===== config.mk =====
export PLATFORM = sky130hd
export DESIGN_NAME = aluExecTop
export DESIGN_NICKNAME = d
export VERILOG_FILES = /design/src/verilog/aluOpsPkg.sv /design/src/verilog/execIfPkg.sv /design/src/verilog/arithUnit.sv /design/src/verilog/bitUnit.sv /design/src/verilog/resultSelect.sv /design/src/verilog/execHandshake.sv /design/src/verilog/aluExecTop.sv
export SDC_FILE = /design/constraint.sdc
export NUM_CORES = 1
export LEC_CHECK = 0
export ABC_AREA = 1
export BUFFER_PORTS_ARGS = -buffer_cell sky130_fd_sc_hd__clkbuf_2
export CORE_ASPECT_RATIO = 1.1
export CORE_MARGIN = 5
export CORE_UTILIZATION = 30
export CTS_CLUSTER_SIZE = 30
export DETAILED_ROUTE_END_ITERATION = 8
export PLACE_DENSITY = 0.49
export SLEW_MARGIN = 20
export SYNTH_ARGS = -nofsm -noshare
export SYNTH_HDL_FRONTEND = slang
export SYNTH_SLANG_ARGS = --single-unit

===== constraint.sdc =====
create_clock -name clk -period 5.64 [get_ports clk]
set_input_delay 0.564 -clock clk [delete_from_list [all_inputs] [get_ports clk]]
set_output_delay 0.564 -clock clk [all_outputs]
set_load 0.01 [all_outputs]

===== src/verilog/aluOpsPkg.sv =====
// ALU instruction set constants
package aluOpsPkg;

    // datapath widths
    localparam int dataWidth = 16;
    localparam int opcodeWidth = 4;
    localparam int regIdxWidth = 4;
    localparam int immWidth = 8;
    localparam int byteWidth = 8;
    localparam int nibbleWidth = 4;

    // signed byte sum needs two guard bits
    localparam int redWidth = byteWidth + 2;

    // opcode map
    localparam logic [opcodeWidth-1:0] opAdd = 4'd0;
    localparam logic [opcodeWidth-1:0] opSub = 4'd1;
    localparam logic [opcodeWidth-1:0] opXor = 4'd2;
    localparam logic [opcodeWidth-1:0] opRed = 4'd3;
    localparam logic [opcodeWidth-1:0] opSll = 4'd4;
    localparam logic [opcodeWidth-1:0] opSra = 4'd5;
    localparam logic [opcodeWidth-1:0] opRor = 4'd6;
    localparam logic [opcodeWidth-1:0] opPaddsb = 4'd7;
    localparam logic [opcodeWidth-1:0] opLlb = 4'd8;
    localparam logic [opcodeWidth-1:0] opLhb = 4'd9;
    localparam logic [opcodeWidth-1:0] opLastLegal = 4'd9;

    // saturation bounds
    localparam logic [dataWidth-1:0] satMax = 16'h7fff;
    localparam logic [dataWidth-1:0] satMin = 16'h8000;
    localparam logic [nibbleWidth-1:0] nibSatMax = 4'h7;
    localparam logic [nibbleWidth-1:0] nibSatMin = 4'h8;

    // base-3 shifter, digits weigh 1, 3 and 9
    localparam int shiftAmtWidth = 4;
    localparam int stageBase = 3;
    localparam int stageWeight0 = 1;
    localparam int stageWeight1 = 3;
    localparam int stageWeight2 = 9;
endpackage


===== src/verilog/execIfPkg.sv =====
// Execute stage interface types
package execIfPkg;

    // opcode, rd, rs, rt
    typedef struct packed {
        logic [aluOpsPkg::opcodeWidth-1:0] opcode;
        logic [aluOpsPkg::regIdxWidth-1:0] rd;
        logic [aluOpsPkg::regIdxWidth-1:0] rs;
        logic [aluOpsPkg::regIdxWidth-1:0] rt;
    } regForm_t;

    // opcode, rd, 8-bit immediate for the byte loads
    typedef struct packed {
        logic [aluOpsPkg::opcodeWidth-1:0] opcode;
        logic [aluOpsPkg::regIdxWidth-1:0] rd;
        logic [aluOpsPkg::immWidth-1:0] imm8;
    } immForm_t;

    typedef union packed {
        regForm_t regForm;
        immForm_t immForm;
    } instrWord_t;

    typedef struct packed {
        instrWord_t instr;
        logic [aluOpsPkg::dataWidth-1:0] rsVal;
        logic [aluOpsPkg::dataWidth-1:0] rtVal;
    } execReq_t;

    typedef struct packed {
        logic [aluOpsPkg::dataWidth-1:0] result;
        logic sat;
        logic illegal;
    } execResp_t;

    typedef struct packed {
        logic [aluOpsPkg::dataWidth-1:0] add;
        logic [aluOpsPkg::dataWidth-1:0] sub;
        logic [aluOpsPkg::dataWidth-1:0] paddsb;
        logic [aluOpsPkg::dataWidth-1:0] red;
        logic addSat;
        logic subSat;
    } arithResults_t;

    typedef struct packed {
        logic [aluOpsPkg::dataWidth-1:0] xorv;
        logic [aluOpsPkg::dataWidth-1:0] sll;
        logic [aluOpsPkg::dataWidth-1:0] sra;
        logic [aluOpsPkg::dataWidth-1:0] ror;
        logic [aluOpsPkg::dataWidth-1:0] llb;
        logic [aluOpsPkg::dataWidth-1:0] lhb;
    } bitResults_t;

    // handshake controller states
    localparam int stateWidth = 2;
    localparam logic [stateWidth-1:0] stateIdle = 2'd0;
    localparam logic [stateWidth-1:0] stateComputing = 2'd1;
    localparam logic [stateWidth-1:0] stateAcked = 2'd2;
endpackage


===== src/verilog/arithUnit.sv =====
// Saturating arithmetic unit
`timescale 1ns/1ps

module arithUnit (
    input  execIfPkg::execReq_t      latchedReq,
    output execIfPkg::arithResults_t arithRes
);
    localparam int msb = aluOpsPkg::dataWidth - 1;
    localparam int numNibbles = aluOpsPkg::dataWidth / aluOpsPkg::nibbleWidth;

    logic [aluOpsPkg::dataWidth-1:0] rsVal;
    logic [aluOpsPkg::dataWidth-1:0] rtVal;
    logic [aluOpsPkg::dataWidth:0] addOut;
    logic [aluOpsPkg::dataWidth:0] subOut;
    logic [aluOpsPkg::nibbleWidth-1:0] nibA;
    logic [aluOpsPkg::nibbleWidth-1:0] nibB;
    logic [aluOpsPkg::nibbleWidth-1:0] nibSum;
    logic [aluOpsPkg::dataWidth-1:0] paddsbVal;
    logic signed [aluOpsPkg::redWidth-1:0] redSum;

    // returns {overflow, clamped value}
    function automatic logic [aluOpsPkg::dataWidth:0] satAddSub(
        input logic [aluOpsPkg::dataWidth-1:0] a,
        input logic [aluOpsPkg::dataWidth-1:0] b,
        input logic subtract
    );
        logic [aluOpsPkg::dataWidth-1:0] raw;
        logic overflow;
        raw = subtract ? a - b : a + b;
        // overflow only when the effective operand signs agree
        overflow = (a[msb] == (b[msb] ^ subtract)) && (raw[msb] != a[msb]);
        if (overflow) begin
            return {1'b1, a[msb] ? aluOpsPkg::satMin : aluOpsPkg::satMax};
        end
        return {1'b0, raw};
    endfunction

    assign rsVal = latchedReq.rsVal;
    assign rtVal = latchedReq.rtVal;

    assign addOut = satAddSub(rsVal, rtVal, 1'b0);
    assign subOut = satAddSub(rsVal, rtVal, 1'b1);

    // four independent signed nibble adds
    always_comb begin
        paddsbVal = '0;
        for (int i = 0; i < numNibbles; i++) begin
            nibA = rsVal[i*aluOpsPkg::nibbleWidth +: aluOpsPkg::nibbleWidth];
            nibB = rtVal[i*aluOpsPkg::nibbleWidth +: aluOpsPkg::nibbleWidth];
            nibSum = nibA + nibB;
            if (nibA[3] == nibB[3] && nibSum[3] != nibA[3]) begin
                nibSum = nibA[3] ? aluOpsPkg::nibSatMin : aluOpsPkg::nibSatMax;
            end
            paddsbVal[i*aluOpsPkg::nibbleWidth +: aluOpsPkg::nibbleWidth] = nibSum;
        end
    end

    // sum of all four signed bytes, never overflows
    assign redSum = $signed(rsVal[msb:aluOpsPkg::byteWidth])
                  + $signed(rsVal[aluOpsPkg::byteWidth-1:0])
                  + $signed(rtVal[msb:aluOpsPkg::byteWidth])
                  + $signed(rtVal[aluOpsPkg::byteWidth-1:0]);

    always_comb begin
        arithRes.add = addOut[aluOpsPkg::dataWidth-1:0];
        arithRes.addSat = addOut[aluOpsPkg::dataWidth];
        arithRes.sub = subOut[aluOpsPkg::dataWidth-1:0];
        arithRes.subSat = subOut[aluOpsPkg::dataWidth];
        arithRes.paddsb = paddsbVal;
        arithRes.red = {{(aluOpsPkg::dataWidth - aluOpsPkg::redWidth){redSum[aluOpsPkg::redWidth-1]}},
                        redSum};
    end
endmodule


===== src/verilog/bitUnit.sv =====
// Bitwise, shift and byte-load unit
`timescale 1ns/1ps

module bitUnit (
    input  execIfPkg::execReq_t    latchedReq,
    output execIfPkg::bitResults_t bitRes
);
    logic [aluOpsPkg::dataWidth-1:0] rsVal;
    logic [aluOpsPkg::dataWidth-1:0] rtVal;
    logic [aluOpsPkg::shiftAmtWidth-1:0] shiftAmt;
    logic [aluOpsPkg::immWidth-1:0] imm8;
    logic [1:0] digit0;
    logic [1:0] digit1;
    logic [1:0] digit2;

    // one fixed-distance step of the chosen shift
    function automatic logic [aluOpsPkg::dataWidth-1:0] shiftBy(
        input logic [aluOpsPkg::opcodeWidth-1:0] kind,
        input logic [aluOpsPkg::dataWidth-1:0] value,
        input int amount
    );
        logic [aluOpsPkg::dataWidth-1:0] result;
        case (kind)
            aluOpsPkg::opSll: result = value << amount;
            aluOpsPkg::opSra: result = $signed(value) >>> amount;
            aluOpsPkg::opRor: result = (value >> amount) | (value << (aluOpsPkg::dataWidth - amount));
            default: result = value;
        endcase
        return result;
    endfunction

    // digit 0, 1 or 2 times the stage weight
    function automatic logic [aluOpsPkg::dataWidth-1:0] shiftStage(
        input logic [aluOpsPkg::opcodeWidth-1:0] kind,
        input logic [aluOpsPkg::dataWidth-1:0] value,
        input logic [1:0] digit,
        input int weight
    );
        logic [aluOpsPkg::dataWidth-1:0] result;
        case (digit)
            2'd1: result = shiftBy(kind, value, weight);
            2'd2: result = shiftBy(kind, value, 2 * weight);
            default: result = value;
        endcase
        return result;
    endfunction

    function automatic logic [aluOpsPkg::dataWidth-1:0] stagedShift(
        input logic [aluOpsPkg::opcodeWidth-1:0] kind,
        input logic [aluOpsPkg::dataWidth-1:0] value
    );
        logic [aluOpsPkg::dataWidth-1:0] stage1;
        logic [aluOpsPkg::dataWidth-1:0] stage2;
        stage1 = shiftStage(kind, value, digit0, aluOpsPkg::stageWeight0);
        stage2 = shiftStage(kind, stage1, digit1, aluOpsPkg::stageWeight1);
        return shiftStage(kind, stage2, digit2, aluOpsPkg::stageWeight2);
    endfunction

    assign rsVal = latchedReq.rsVal;
    assign rtVal = latchedReq.rtVal;
    assign shiftAmt = latchedReq.instr.regForm.rt;
    assign imm8 = latchedReq.instr.immForm.imm8;

    // shift amount as base-3 digits
    assign digit0 = 2'(shiftAmt % aluOpsPkg::stageBase);
    assign digit1 = 2'((shiftAmt / aluOpsPkg::stageWeight1) % aluOpsPkg::stageBase);
    assign digit2 = 2'(shiftAmt / aluOpsPkg::stageWeight2);

    always_comb begin
        bitRes.xorv = rsVal ^ rtVal;
        bitRes.sll = stagedShift(aluOpsPkg::opSll, rsVal);
        bitRes.sra = stagedShift(aluOpsPkg::opSra, rsVal);
        bitRes.ror = stagedShift(aluOpsPkg::opRor, rsVal);
        // rtVal stands in for the old rd contents
        bitRes.llb = {rtVal[aluOpsPkg::dataWidth-1:aluOpsPkg::byteWidth], imm8};
        bitRes.lhb = {imm8, rtVal[aluOpsPkg::byteWidth-1:0]};
    end
endmodule


===== src/verilog/resultSelect.sv =====
// Opcode result selector
`timescale 1ns/1ps

module resultSelect (
    input  logic [aluOpsPkg::opcodeWidth-1:0] opcode,
    input  execIfPkg::arithResults_t          arithRes,
    input  execIfPkg::bitResults_t            bitRes,
    output execIfPkg::execResp_t              nextResp
);
    always_comb begin
        nextResp = '0;
        case (opcode)
            aluOpsPkg::opAdd: begin
                nextResp.result = arithRes.add;
                nextResp.sat = arithRes.addSat;
            end
            aluOpsPkg::opSub: begin
                nextResp.result = arithRes.sub;
                nextResp.sat = arithRes.subSat;
            end
            aluOpsPkg::opXor: nextResp.result = bitRes.xorv;
            aluOpsPkg::opRed: nextResp.result = arithRes.red;
            aluOpsPkg::opSll: nextResp.result = bitRes.sll;
            aluOpsPkg::opSra: nextResp.result = bitRes.sra;
            aluOpsPkg::opRor: nextResp.result = bitRes.ror;
            aluOpsPkg::opPaddsb: nextResp.result = arithRes.paddsb;
            aluOpsPkg::opLlb: nextResp.result = bitRes.llb;
            aluOpsPkg::opLhb: nextResp.result = bitRes.lhb;
            default: nextResp.result = '0;
        endcase

        // undefined opcodes, result stays zero
        if (opcode > aluOpsPkg::opLastLegal) begin
            nextResp.illegal = 1'b1;
        end
    end
endmodule


===== src/verilog/execHandshake.sv =====
// Four-phase request controller
`timescale 1ns/1ps

module execHandshake (
    input  logic                 clk,
    input  logic                 rst,
    input  logic                 req,
    input  execIfPkg::execReq_t  reqData,
    output logic                 ack,
    output execIfPkg::execResp_t resp,
    output execIfPkg::execReq_t  latchedReq,
    input  execIfPkg::execResp_t nextResp
);
    logic [execIfPkg::stateWidth-1:0] state;
    logic accept;

    // new request while idle and the last ack has dropped
    assign accept = (state == execIfPkg::stateIdle) && req && !ack;

    always_ff @(posedge clk) begin
        if (rst) begin
            state <= execIfPkg::stateIdle;
            ack <= 1'b0;
            resp <= '0;
        end else begin
            case (state)
                execIfPkg::stateIdle: begin
                    if (accept) begin
                        state <= execIfPkg::stateComputing;
                    end
                end
                execIfPkg::stateComputing: begin
                    // units settled on latchedReq, capture the answer
                    resp <= nextResp;
                    ack <= 1'b1;
                    state <= execIfPkg::stateAcked;
                end
                execIfPkg::stateAcked: begin
                    // hold ack and resp until the requester lets go
                    if (!req) begin
                        ack <= 1'b0;
                        state <= execIfPkg::stateIdle;
                    end
                end
                default: state <= execIfPkg::stateIdle;
            endcase
        end
    end

    // operands held for the units while computing
    always_ff @(posedge clk) begin
        if (accept) begin
            latchedReq <= reqData;
        end
    end
endmodule


===== src/verilog/aluExecTop.sv =====
// ALU execute stage top
`timescale 1ns/1ps

module aluExecTop (
    input  logic                 clk,
    input  logic                 rst,
    input  logic                 req,
    input  execIfPkg::execReq_t  reqData,
    output logic                 ack,
    output execIfPkg::execResp_t resp
);
    execIfPkg::execReq_t latchedReq;
    execIfPkg::arithResults_t arithRes;
    execIfPkg::bitResults_t bitRes;
    execIfPkg::execResp_t nextResp;

    execHandshake hs0 (
        .clk(clk),
        .rst(rst),
        .req(req),
        .reqData(reqData),
        .ack(ack),
        .resp(resp),
        .latchedReq(latchedReq),
        .nextResp(nextResp)
    );

    arithUnit arith0 (.latchedReq(latchedReq), .arithRes(arithRes));

    bitUnit bits0 (.latchedReq(latchedReq), .bitRes(bitRes));

    resultSelect sel0 (
        .opcode(latchedReq.instr.regForm.opcode),
        .arithRes(arithRes),
        .bitRes(bitRes),
        .nextResp(nextResp)
    );
endmodule


==> metrics.md, run 1 <==
| Metric | Value |
|---|---|
| Busiest grt layer | `met2` |
| Area of the die | `between 30,000 and 40,000 um^2` |
| Initial Util | `0.304` |
| CTS tree | `yes` |
| Status | `finished, final reports clean` |
| Clock sinks | `65` |
| Iteration-0 DRC Markers | `approximately 930` |
| Fillers | `3,023` |
| Met2 Use GR | `0.324` |
| Synthesis-to-finish area growth | `11.2%` |
| Largest net degree at the start of global routing | `45` |
| Fin nets | `1,478` |
| Clk slew on worst S/H paths | `0.06 ns` |
| Routed length per instance | `approximately 19 um` |
| Post-DR vias/cell | `between 5 and 6` |
| Pwr Density | `363 nW/um^2` |
| Non-filler instance count after layout | `1,718` |
| Synth Flop Type | `edfxtp_1` |
| Post-CTS sizing | `0` |
| Static Leak | `0.00457 uW` |
| Worst hold slack | `0.390 ns` |
| Multi-input gate area | `roughly 5500 um^2` |
| Post-Route Skew | `0.00883 ns` |
| WS Path Type | `flop to flop` |
| Synthesized cell area | `8160 um^2` |
| CTS Hold Buffers Added | `0` |
| VDD IR max | `0.163 mV` |
| Final Hold Fails | `0` |
| Cell count after synthesis | `approximately 1.3k` |
| Met1 track demand over resource | `0.283` |
| CTS root buf | `clkbuf_16` |
| Worst path required time | `about 5.9 ns` |
| Post-synth ARST share | `0` |
| Area contributors post-synth | `nand2_1, edfxtp_1, nand3_1` |
| Overall Power | `3300 uW` |
| FMAX | `197 MHz` |
| Detailed-route via count | `8,923` |
| PortBufs | `between 60 and 70` |
| Fin Setup TNS | `0 ns` |
| Layout cells sized above 1 | `0.0999` |
| Largest fanout on the critical path | `9` |
| Die width | `about 170 um` |
| EDFF count, synth | `44` |
| Placed cell count | `roughly 1.7k` |
| Hold Crit Class | `primary input to flop` |
| Final setup viols | `0` |
| Die span in y | `183 um` |
| Final Max Slew Viols | `0` |
| Vias in the first global route | `about 8.4k` |
| Worst-margin pin slew | `0.696 ns` |
| Total wire length | `between 30,000 and 40,000 um` |
| Global route overflow | `0` |
| Synthesized area per cell | `between 6 and 7 um^2` |
| Initial antenna violation count | `0` |
| Fin util | `0.338` |
| Setup crit start kind | `flop` |
| Netlist cell types | `46` |
| Synth area leader | `nand2_1` |
| Synth Warn # | `0` |
| Post-Syn Nets | `1,440` |
| RSZ-0062 raised after global routing | `false` |
| CP endpoint kind | `flop` |
| CTS Buffer Depth | `2` |
| Crit path DAT | `5.28 ns` |
| GP Congestion | `0.967` |
| Max Cap Viol | `0` |
| Synthesis-stage register bit count | `65` |
| # rows | `63` |
| H-tree depth | `3` |
| Core region area | `26,900 um^2` |
| Yosys top cell area share | `0.200` |
| Antenna-violating nets left | `0` |
| Antenna cell count | `0` |
| CTS Buf Count | `9` |
| Drt drc | `0` |
| Post-CTS setup buffers | `0` |
| First-pass GRT wire length | `49,100 um` |
| Normalized max-slew margin | `0.531` |
| TritonRoute pass-1 iters | `6` |
| Seq/Total Area, Yosys | `0.213` |
| Met3 usage in global routing | `0.0390` |
| Post-layout min period | `5.08 ns` |
| DP HPWL | `26,400 um` |
| I/O pin cnt | `70` |
| FF+latch area | `1740 um^2` |
| Clk_lat worst skew | `0.34 ns` |
| Tot GR Track Use | `0.209` |
| Final cycle utilization of the critical path | `0.900` |
power breakdown:
part           leakage, uW  switching (uW)  total, uW  internal (uW)
logic              0.00382            1420       2070            655
clock network     0.000156             217        604            387
registers         0.000589            65.8        621            555
worst max-delay path: stages (launching register included):
cell and delay (ns):
edfxtp_1 0.53, ha_1 0.36, o21ai_0 0.27, nand2_1 0.08, nand2_1 0.10, a31oi_1 0.07, xor2_1 0.17, ha_1 0.20
a211oi_1 0.19, and2_1 0.27, inv_1 0.07, ha_1 0.19, o21bai_1 0.19, nand2_1 0.07, o21ai_0 0.11, ha_1 0.54
nor2_1 0.12, buf_4 0.19, inv_1 0.12, o21ai_0 0.10, o21ai_0 0.37, nand4_1 0.19, nor2_1 0.23, nand2_1 0.08
nand2_1 0.07, a21oi_1 0.06
metal layers:
metal,vias to the layer above,share of wire,routed length [um]
li1,4360,-,-
met1,4103,0.44,14200
met2,382,0.43,13900
met3,78,0.080,2600
met4,0,0.051,1630
met5,-,0,0
stage by stage:
step	instance area, um^2	setup WS (ns)
6_report	9080	0.564
5_1_grt	9080	0.0173
4_1_cts	9080	0.571
3_5_place_dp	8760	0.609
3_3_place_gp	8760	0.678
2_1_floorplan	8160	1.44
path summary, 6_finish.rpt:
check             depth (start not counted)  slack, ns            endpoint          startpoint
setup / recovery                         25       0.56        hs0.resp[12]  hs0.latchedReq[35]
hold / removal                            1       0.39  hs0.latchedReq[19]         reqData[19]
hold reg to reg                           2       0.46         hs0.resp[5]         hs0.resp[5]
setup reg to reg                         25       0.56        hs0.resp[12]  hs0.latchedReq[35]
synthesized netlist by cell type, types with 6 or more instances:
| cell type | instances |
|---|---|
| o21bai_1 | 9 |
| o22ai_1 | 10 |
| nand2_1 | 435 |
| a21oi_2 | 7 |
| nor3_1 | 8 |
| ha_1 | 48 |
| inv_1 | 157 |
| o21ai_0 | 47 |
| buf_4 | 6 |
| nand2_2 | 10 |
| nand4_1 | 21 |
| fa_1 | 22 |
| buf_6 | 8 |
| o21ai_1 | 9 |
| xor2_1 | 15 |
| dfxtp_1 | 21 |
| buf_2 | 20 |
| nor2_1 | 99 |
| nand3_1 | 190 |
| edfxtp_1 | 44 |
| a21oi_1 | 62 |
| or2_2 | 9 |
| clkbuf_1 | 13 |
area by class of cell:
cell class,instances,share of cell area
inverter,165,0.0688
sequential,65,0.192
timing repair buffer,78,0.0493
multi-input combinational,1038,0.606
clock inverter,6,0.0101
tap,357,0.0492
clock buffer,9,0.0248
state kept, by name, indices dropped and copies added, names as in the netlist:
register / flops
hs0.ack: 1
hs0.latchedReq: 44
hs0.resp: 18
hs0.state: 2
kinds of logic (layout without fill, tap and decap cells):
group           after synthesis  in the layout  share of synthesized area
flops                        65             65                      0.213
xor+xnor                     18             18                     0.0193
compound gates              154            154                      0.105
buf+inv                     216            258                      0.113
simple gates                796            796                      0.421
fa+ha+maj                    70             70                      0.128
cell usage in the layout, fill, tap and decap left out, types with 3 or more instances in the layout:
cell type / count
a21oi_2: 7
or2_1: 4
xnor2_1: 3
nand3b_1: 5
or2_2: 9
nand2_1: 435
nand3_2: 3
dfxtp_1: 21
nor2_1: 99
o21ai_0: 47
clkbuf_2: 65
inv_1: 157
xor2_1: 15
nor3_1: 7
clkbuf_16: 9
o211ai_1: 3
nand4_1: 21
buf_4: 11
a21oi_1: 62
clkinv_1: 3
o21bai_1: 9
nor2_2: 4
nand3_1: 190
edfxtp_1: 44
ha_1: 48
o21ai_1: 9
o22ai_1: 10
inv_2: 3
fa_1: 22
nand2_2: 10
No activity file was read; power rests on OpenSTA's default activity.
==> run 2: changes to the inputs <==
- SKIP_LAST_GASP: unset -> 1
- clock period: 5.64 -> 6.2 ns (I/O delays scaled with it)
==> run 2 against run 1 <==
Net effect: clock skew increased by 0.0076 ns; flip-flop and latch count unchanged; global-route usage grew 0.16 points; non-clock buffer count shrank 3; register-to-register slack gained 0.44 ns; sequential power down 8.9%; final cell count decreased by 0.17%; first-iteration DRC count decreased by 6.9%; count of clock-buffer cells in the layout did not move; setup slack improved by 0.44 ns; highest routed layer unchanged.
==> metrics.md, run 2 (synthesized netlist as in run 1, its figures left out) <==
| Metric | Value |
|---|---|
| Fillers | `3,074 (+1.7%)` |
| Post-Route Skew | `0.0164 ns (+0.00760 ns)` |
| Setup crit start kind | `flop` |
| Status | `finished, final reports clean` |
| Worst setup margin | `1.00 ns (+0.441 ns)` |
| Clk slew on worst S/H paths | `0.06 ns (about the same)` |
| Clk_lat worst skew | `0.35 ns (about the same)` |
| Max stage delay on crit path | `0.54 ns (about the same)` |
| Iteration-0 DRC Markers | `862 (-6.9%)` |
| Initial Util | `0.304 (unchanged)` |
| Hold_sp | `reqData[29]` |
| CP dominant cell by count | `nand3_1` |
| Die span in y | `183 um (unchanged)` |
| VDD IR max | `0.123 mV (-24%)` |
| FF+latch area | `1740 um^2 (unchanged)` |
| Most common cell after layout, fill and taps aside | `nand2_1` |
| CP max stage cell | `edfxtp_1` |
| Core region area | `26,900 um^2 (unchanged)` |
| Static Leak | `0.00455 uW (-0.50%)` |
| Final Hold Fails | `0 (unchanged)` |
| CTS Buf Count | `9 (unchanged)` |
| DP HPWL | `26,600 um (+0.94%)` |
| Sequential share of power | `0.190 (about the same)` |
| Reg-to-Reg Start | `hs0.latchedReq[35]` |
| Most frequent cells in the layout | `nand2_1, nand3_1, inv_1` |
| Total wire length | `32,600 um (+0.80%)` |
| RSZ-0062 raised after global routing | `false` |
| Top Registers | `hs0.latchedReq x44, hs0.resp x18, hs0.state x2` |
| Fin Setup TNS | `0 ns (unchanged)` |
| Largest net degree at the start of global routing | `45 (unchanged)` |
| Setup WS pre-CTS | `1.06 ns (+0.452 ns)` |
| Layout cells sized above 1 | `0.0979 (-0.00199)` |
| Max Cap Viol | `0 (unchanged)` |
| I/O pin cnt | `70 (unchanged)` |
| First-pass GRT wire length | `49,500 um (+0.69%)` |
| Clock Power Share | `0.186 (+0.003)` |
| Crit path DAT | `5.46 ns (+0.18 ns)` |
| Synthesis-to-finish area growth | `10.6%` |
| Antenna-violating nets left | `0 (unchanged)` |
| Worst-margin pin slew | `0.796 ns (+0.100 ns)` |
| WS Path Type | `flop to flop` |
| CTS tree | `yes` |
| Die width | `167 um (unchanged)` |
| Post-CTS setup buffers | `0 (unchanged)` |
| Largest fanout on the critical path | `13 (+4)` |
| Initial antenna violation count | `0 (unchanged)` |
| Drt drc | `0 (unchanged)` |
| Post-layout min period | `5.20 ns (+0.119 ns)` |
| Normalized max-slew margin | `0.466 (-0.0654)` |
| Final Max Slew Viols | `0 (unchanged)` |
| CTS root buf | `clkbuf_16` |
| Worst path required time | `6.47 ns (+0.62 ns)` |
| TritonRoute pass-1 iters | `7 (+1)` |
| Area of the die | `30,600 um^2 (unchanged)` |
| Crit path launch | `hs0.latchedReq[35]` |
| CTS Buffer Depth | `2 (unchanged)` |
| Detailed-route via count | `8,841 (-0.92%)` |
| Routed length per instance | `19.0 um (+0.98%)` |
| GP Congestion | `0.981 (+1.5%)` |
| Sw Ratio | `0.521 (+0.00544)` |
| Post-CTS sizing | `0 (unchanged)` |
| FMAX | `192 MHz (-2.3%)` |
| H-tree depth | `3 (unchanged)` |
| Max FFs per register | `44 (unchanged)` |
| Logic pwr share | `0.624 (-0.004)` |
| Final cycle utilization of the critical path | `0.838 (-0.0622)` |
| CTS Hold Buffers Added | `0 (unchanged)` |
| CP endpoint kind | `flop` |
| PortBufs | `65 (unchanged)` |
| Clock sinks | `65 (unchanged)` |
| Multi-input gate area | `5500 um^2 (unchanged)` |
| Tot GR Track Use | `0.210 (+0.00159)` |
| Pwr Density | `330 nW/um^2 (-9.1%)` |
| Top reg by flops | `hs0.latchedReq` |
| Post-DR vias/cell | `5.16 (-0.75%)` |
| Final setup viols | `0 (unchanged)` |
| Vias in the first global route | `8,454 (+0.095%)` |
| Global route overflow | `0 (unchanged)` |
| Hold Crit Class | `primary input to flop` |
| Antenna cell count | `0 (unchanged)` |
| Fin nets | `1,475 (-0.20%)` |
| Switch Pwr | `1550 uW (-8.6%)` |
| P_int | `1430 uW (-11%)` |
| # rows | `63 (unchanged)` |
## run 2: cell count changes in the layout (fill, tap and decap cells not counted)
cell,delta
buf_4,-1
buf_12,-2
clkinv_4,+1
inv_6,-1
## run 2: worst max-delay path, delay by kind of cell, from the launching register on
family | cells | cell delay (ns)
xor gates and xnor gates | 1 | 0.18
adders and majority gates | 4 | 1.17
DFF | 1 | 0.54
and+or+nand+nor | 12 | 1.54
buffers and inverters | 4 | 0.66
AOI/OAI and AO/OA | 6 | 1.03
## run 2: area by class of cell
cell class                      count  area share
Clock buffer                        9      0.0249
Sequential cell                    65       0.193
Multi-Input combinational cell   1038       0.609
Inverter                          165      0.0691
Clock inverter                      6      0.0101
Timing Repair Buffer               75      0.0443
Tap cell                          357      0.0495
## run 2: routing by layer
| layer | wire length (um) | vias to the layer above | track usage | part of all wire |
|---|---|---|---|---|
| met3 | 2140 | 49 | 0.0358 | 0.066 |
| met4 | 1280 | 0 | 0.0786 | 0.039 |
| met2 | 14300 | 303 | 0.330 | 0.44 |
| li1 | - | 4348 | - | - |
| met1 | 14900 | 4141 | 0.291 | 0.46 |
| met5 | 0 | - | 0 | 0 |
## run 2: power groups by stage
stage	clock [uW]	sequential [uW]	combinational [uW]
finish	554	566	1860
global placement	0	575	1830
global route	584	571	2060
CTS	567	566	1830
floorplan	0	551	1310
detailed placement	0	576	1820
## run 2: final timing paths
path	to	slack [ns]	cells after the start
setup / recovery	hs0.resp[16]	1.00	27
hold / removal	hs0.latchedReq[29]	0.44	1
setup reg to reg	hs0.resp[16]	1.00	27
hold reg to reg	hs0.resp[2]	0.46	2
## run 2: metrics by stage
step                power (uW)  cells  hold slack [ns]  area (um^2)  utilization
global route              3210   1715            0.437         9030        0.336
finish                    2980   1715            0.444         9030        0.336
CTS                       2960   1715            0.433         9030        0.336
floorplan                 1860   1319            0.448         8160            -
detailed placement        2400   1700            0.457         8710        0.324
global placement          2410   1700            0.451         8710        0.324
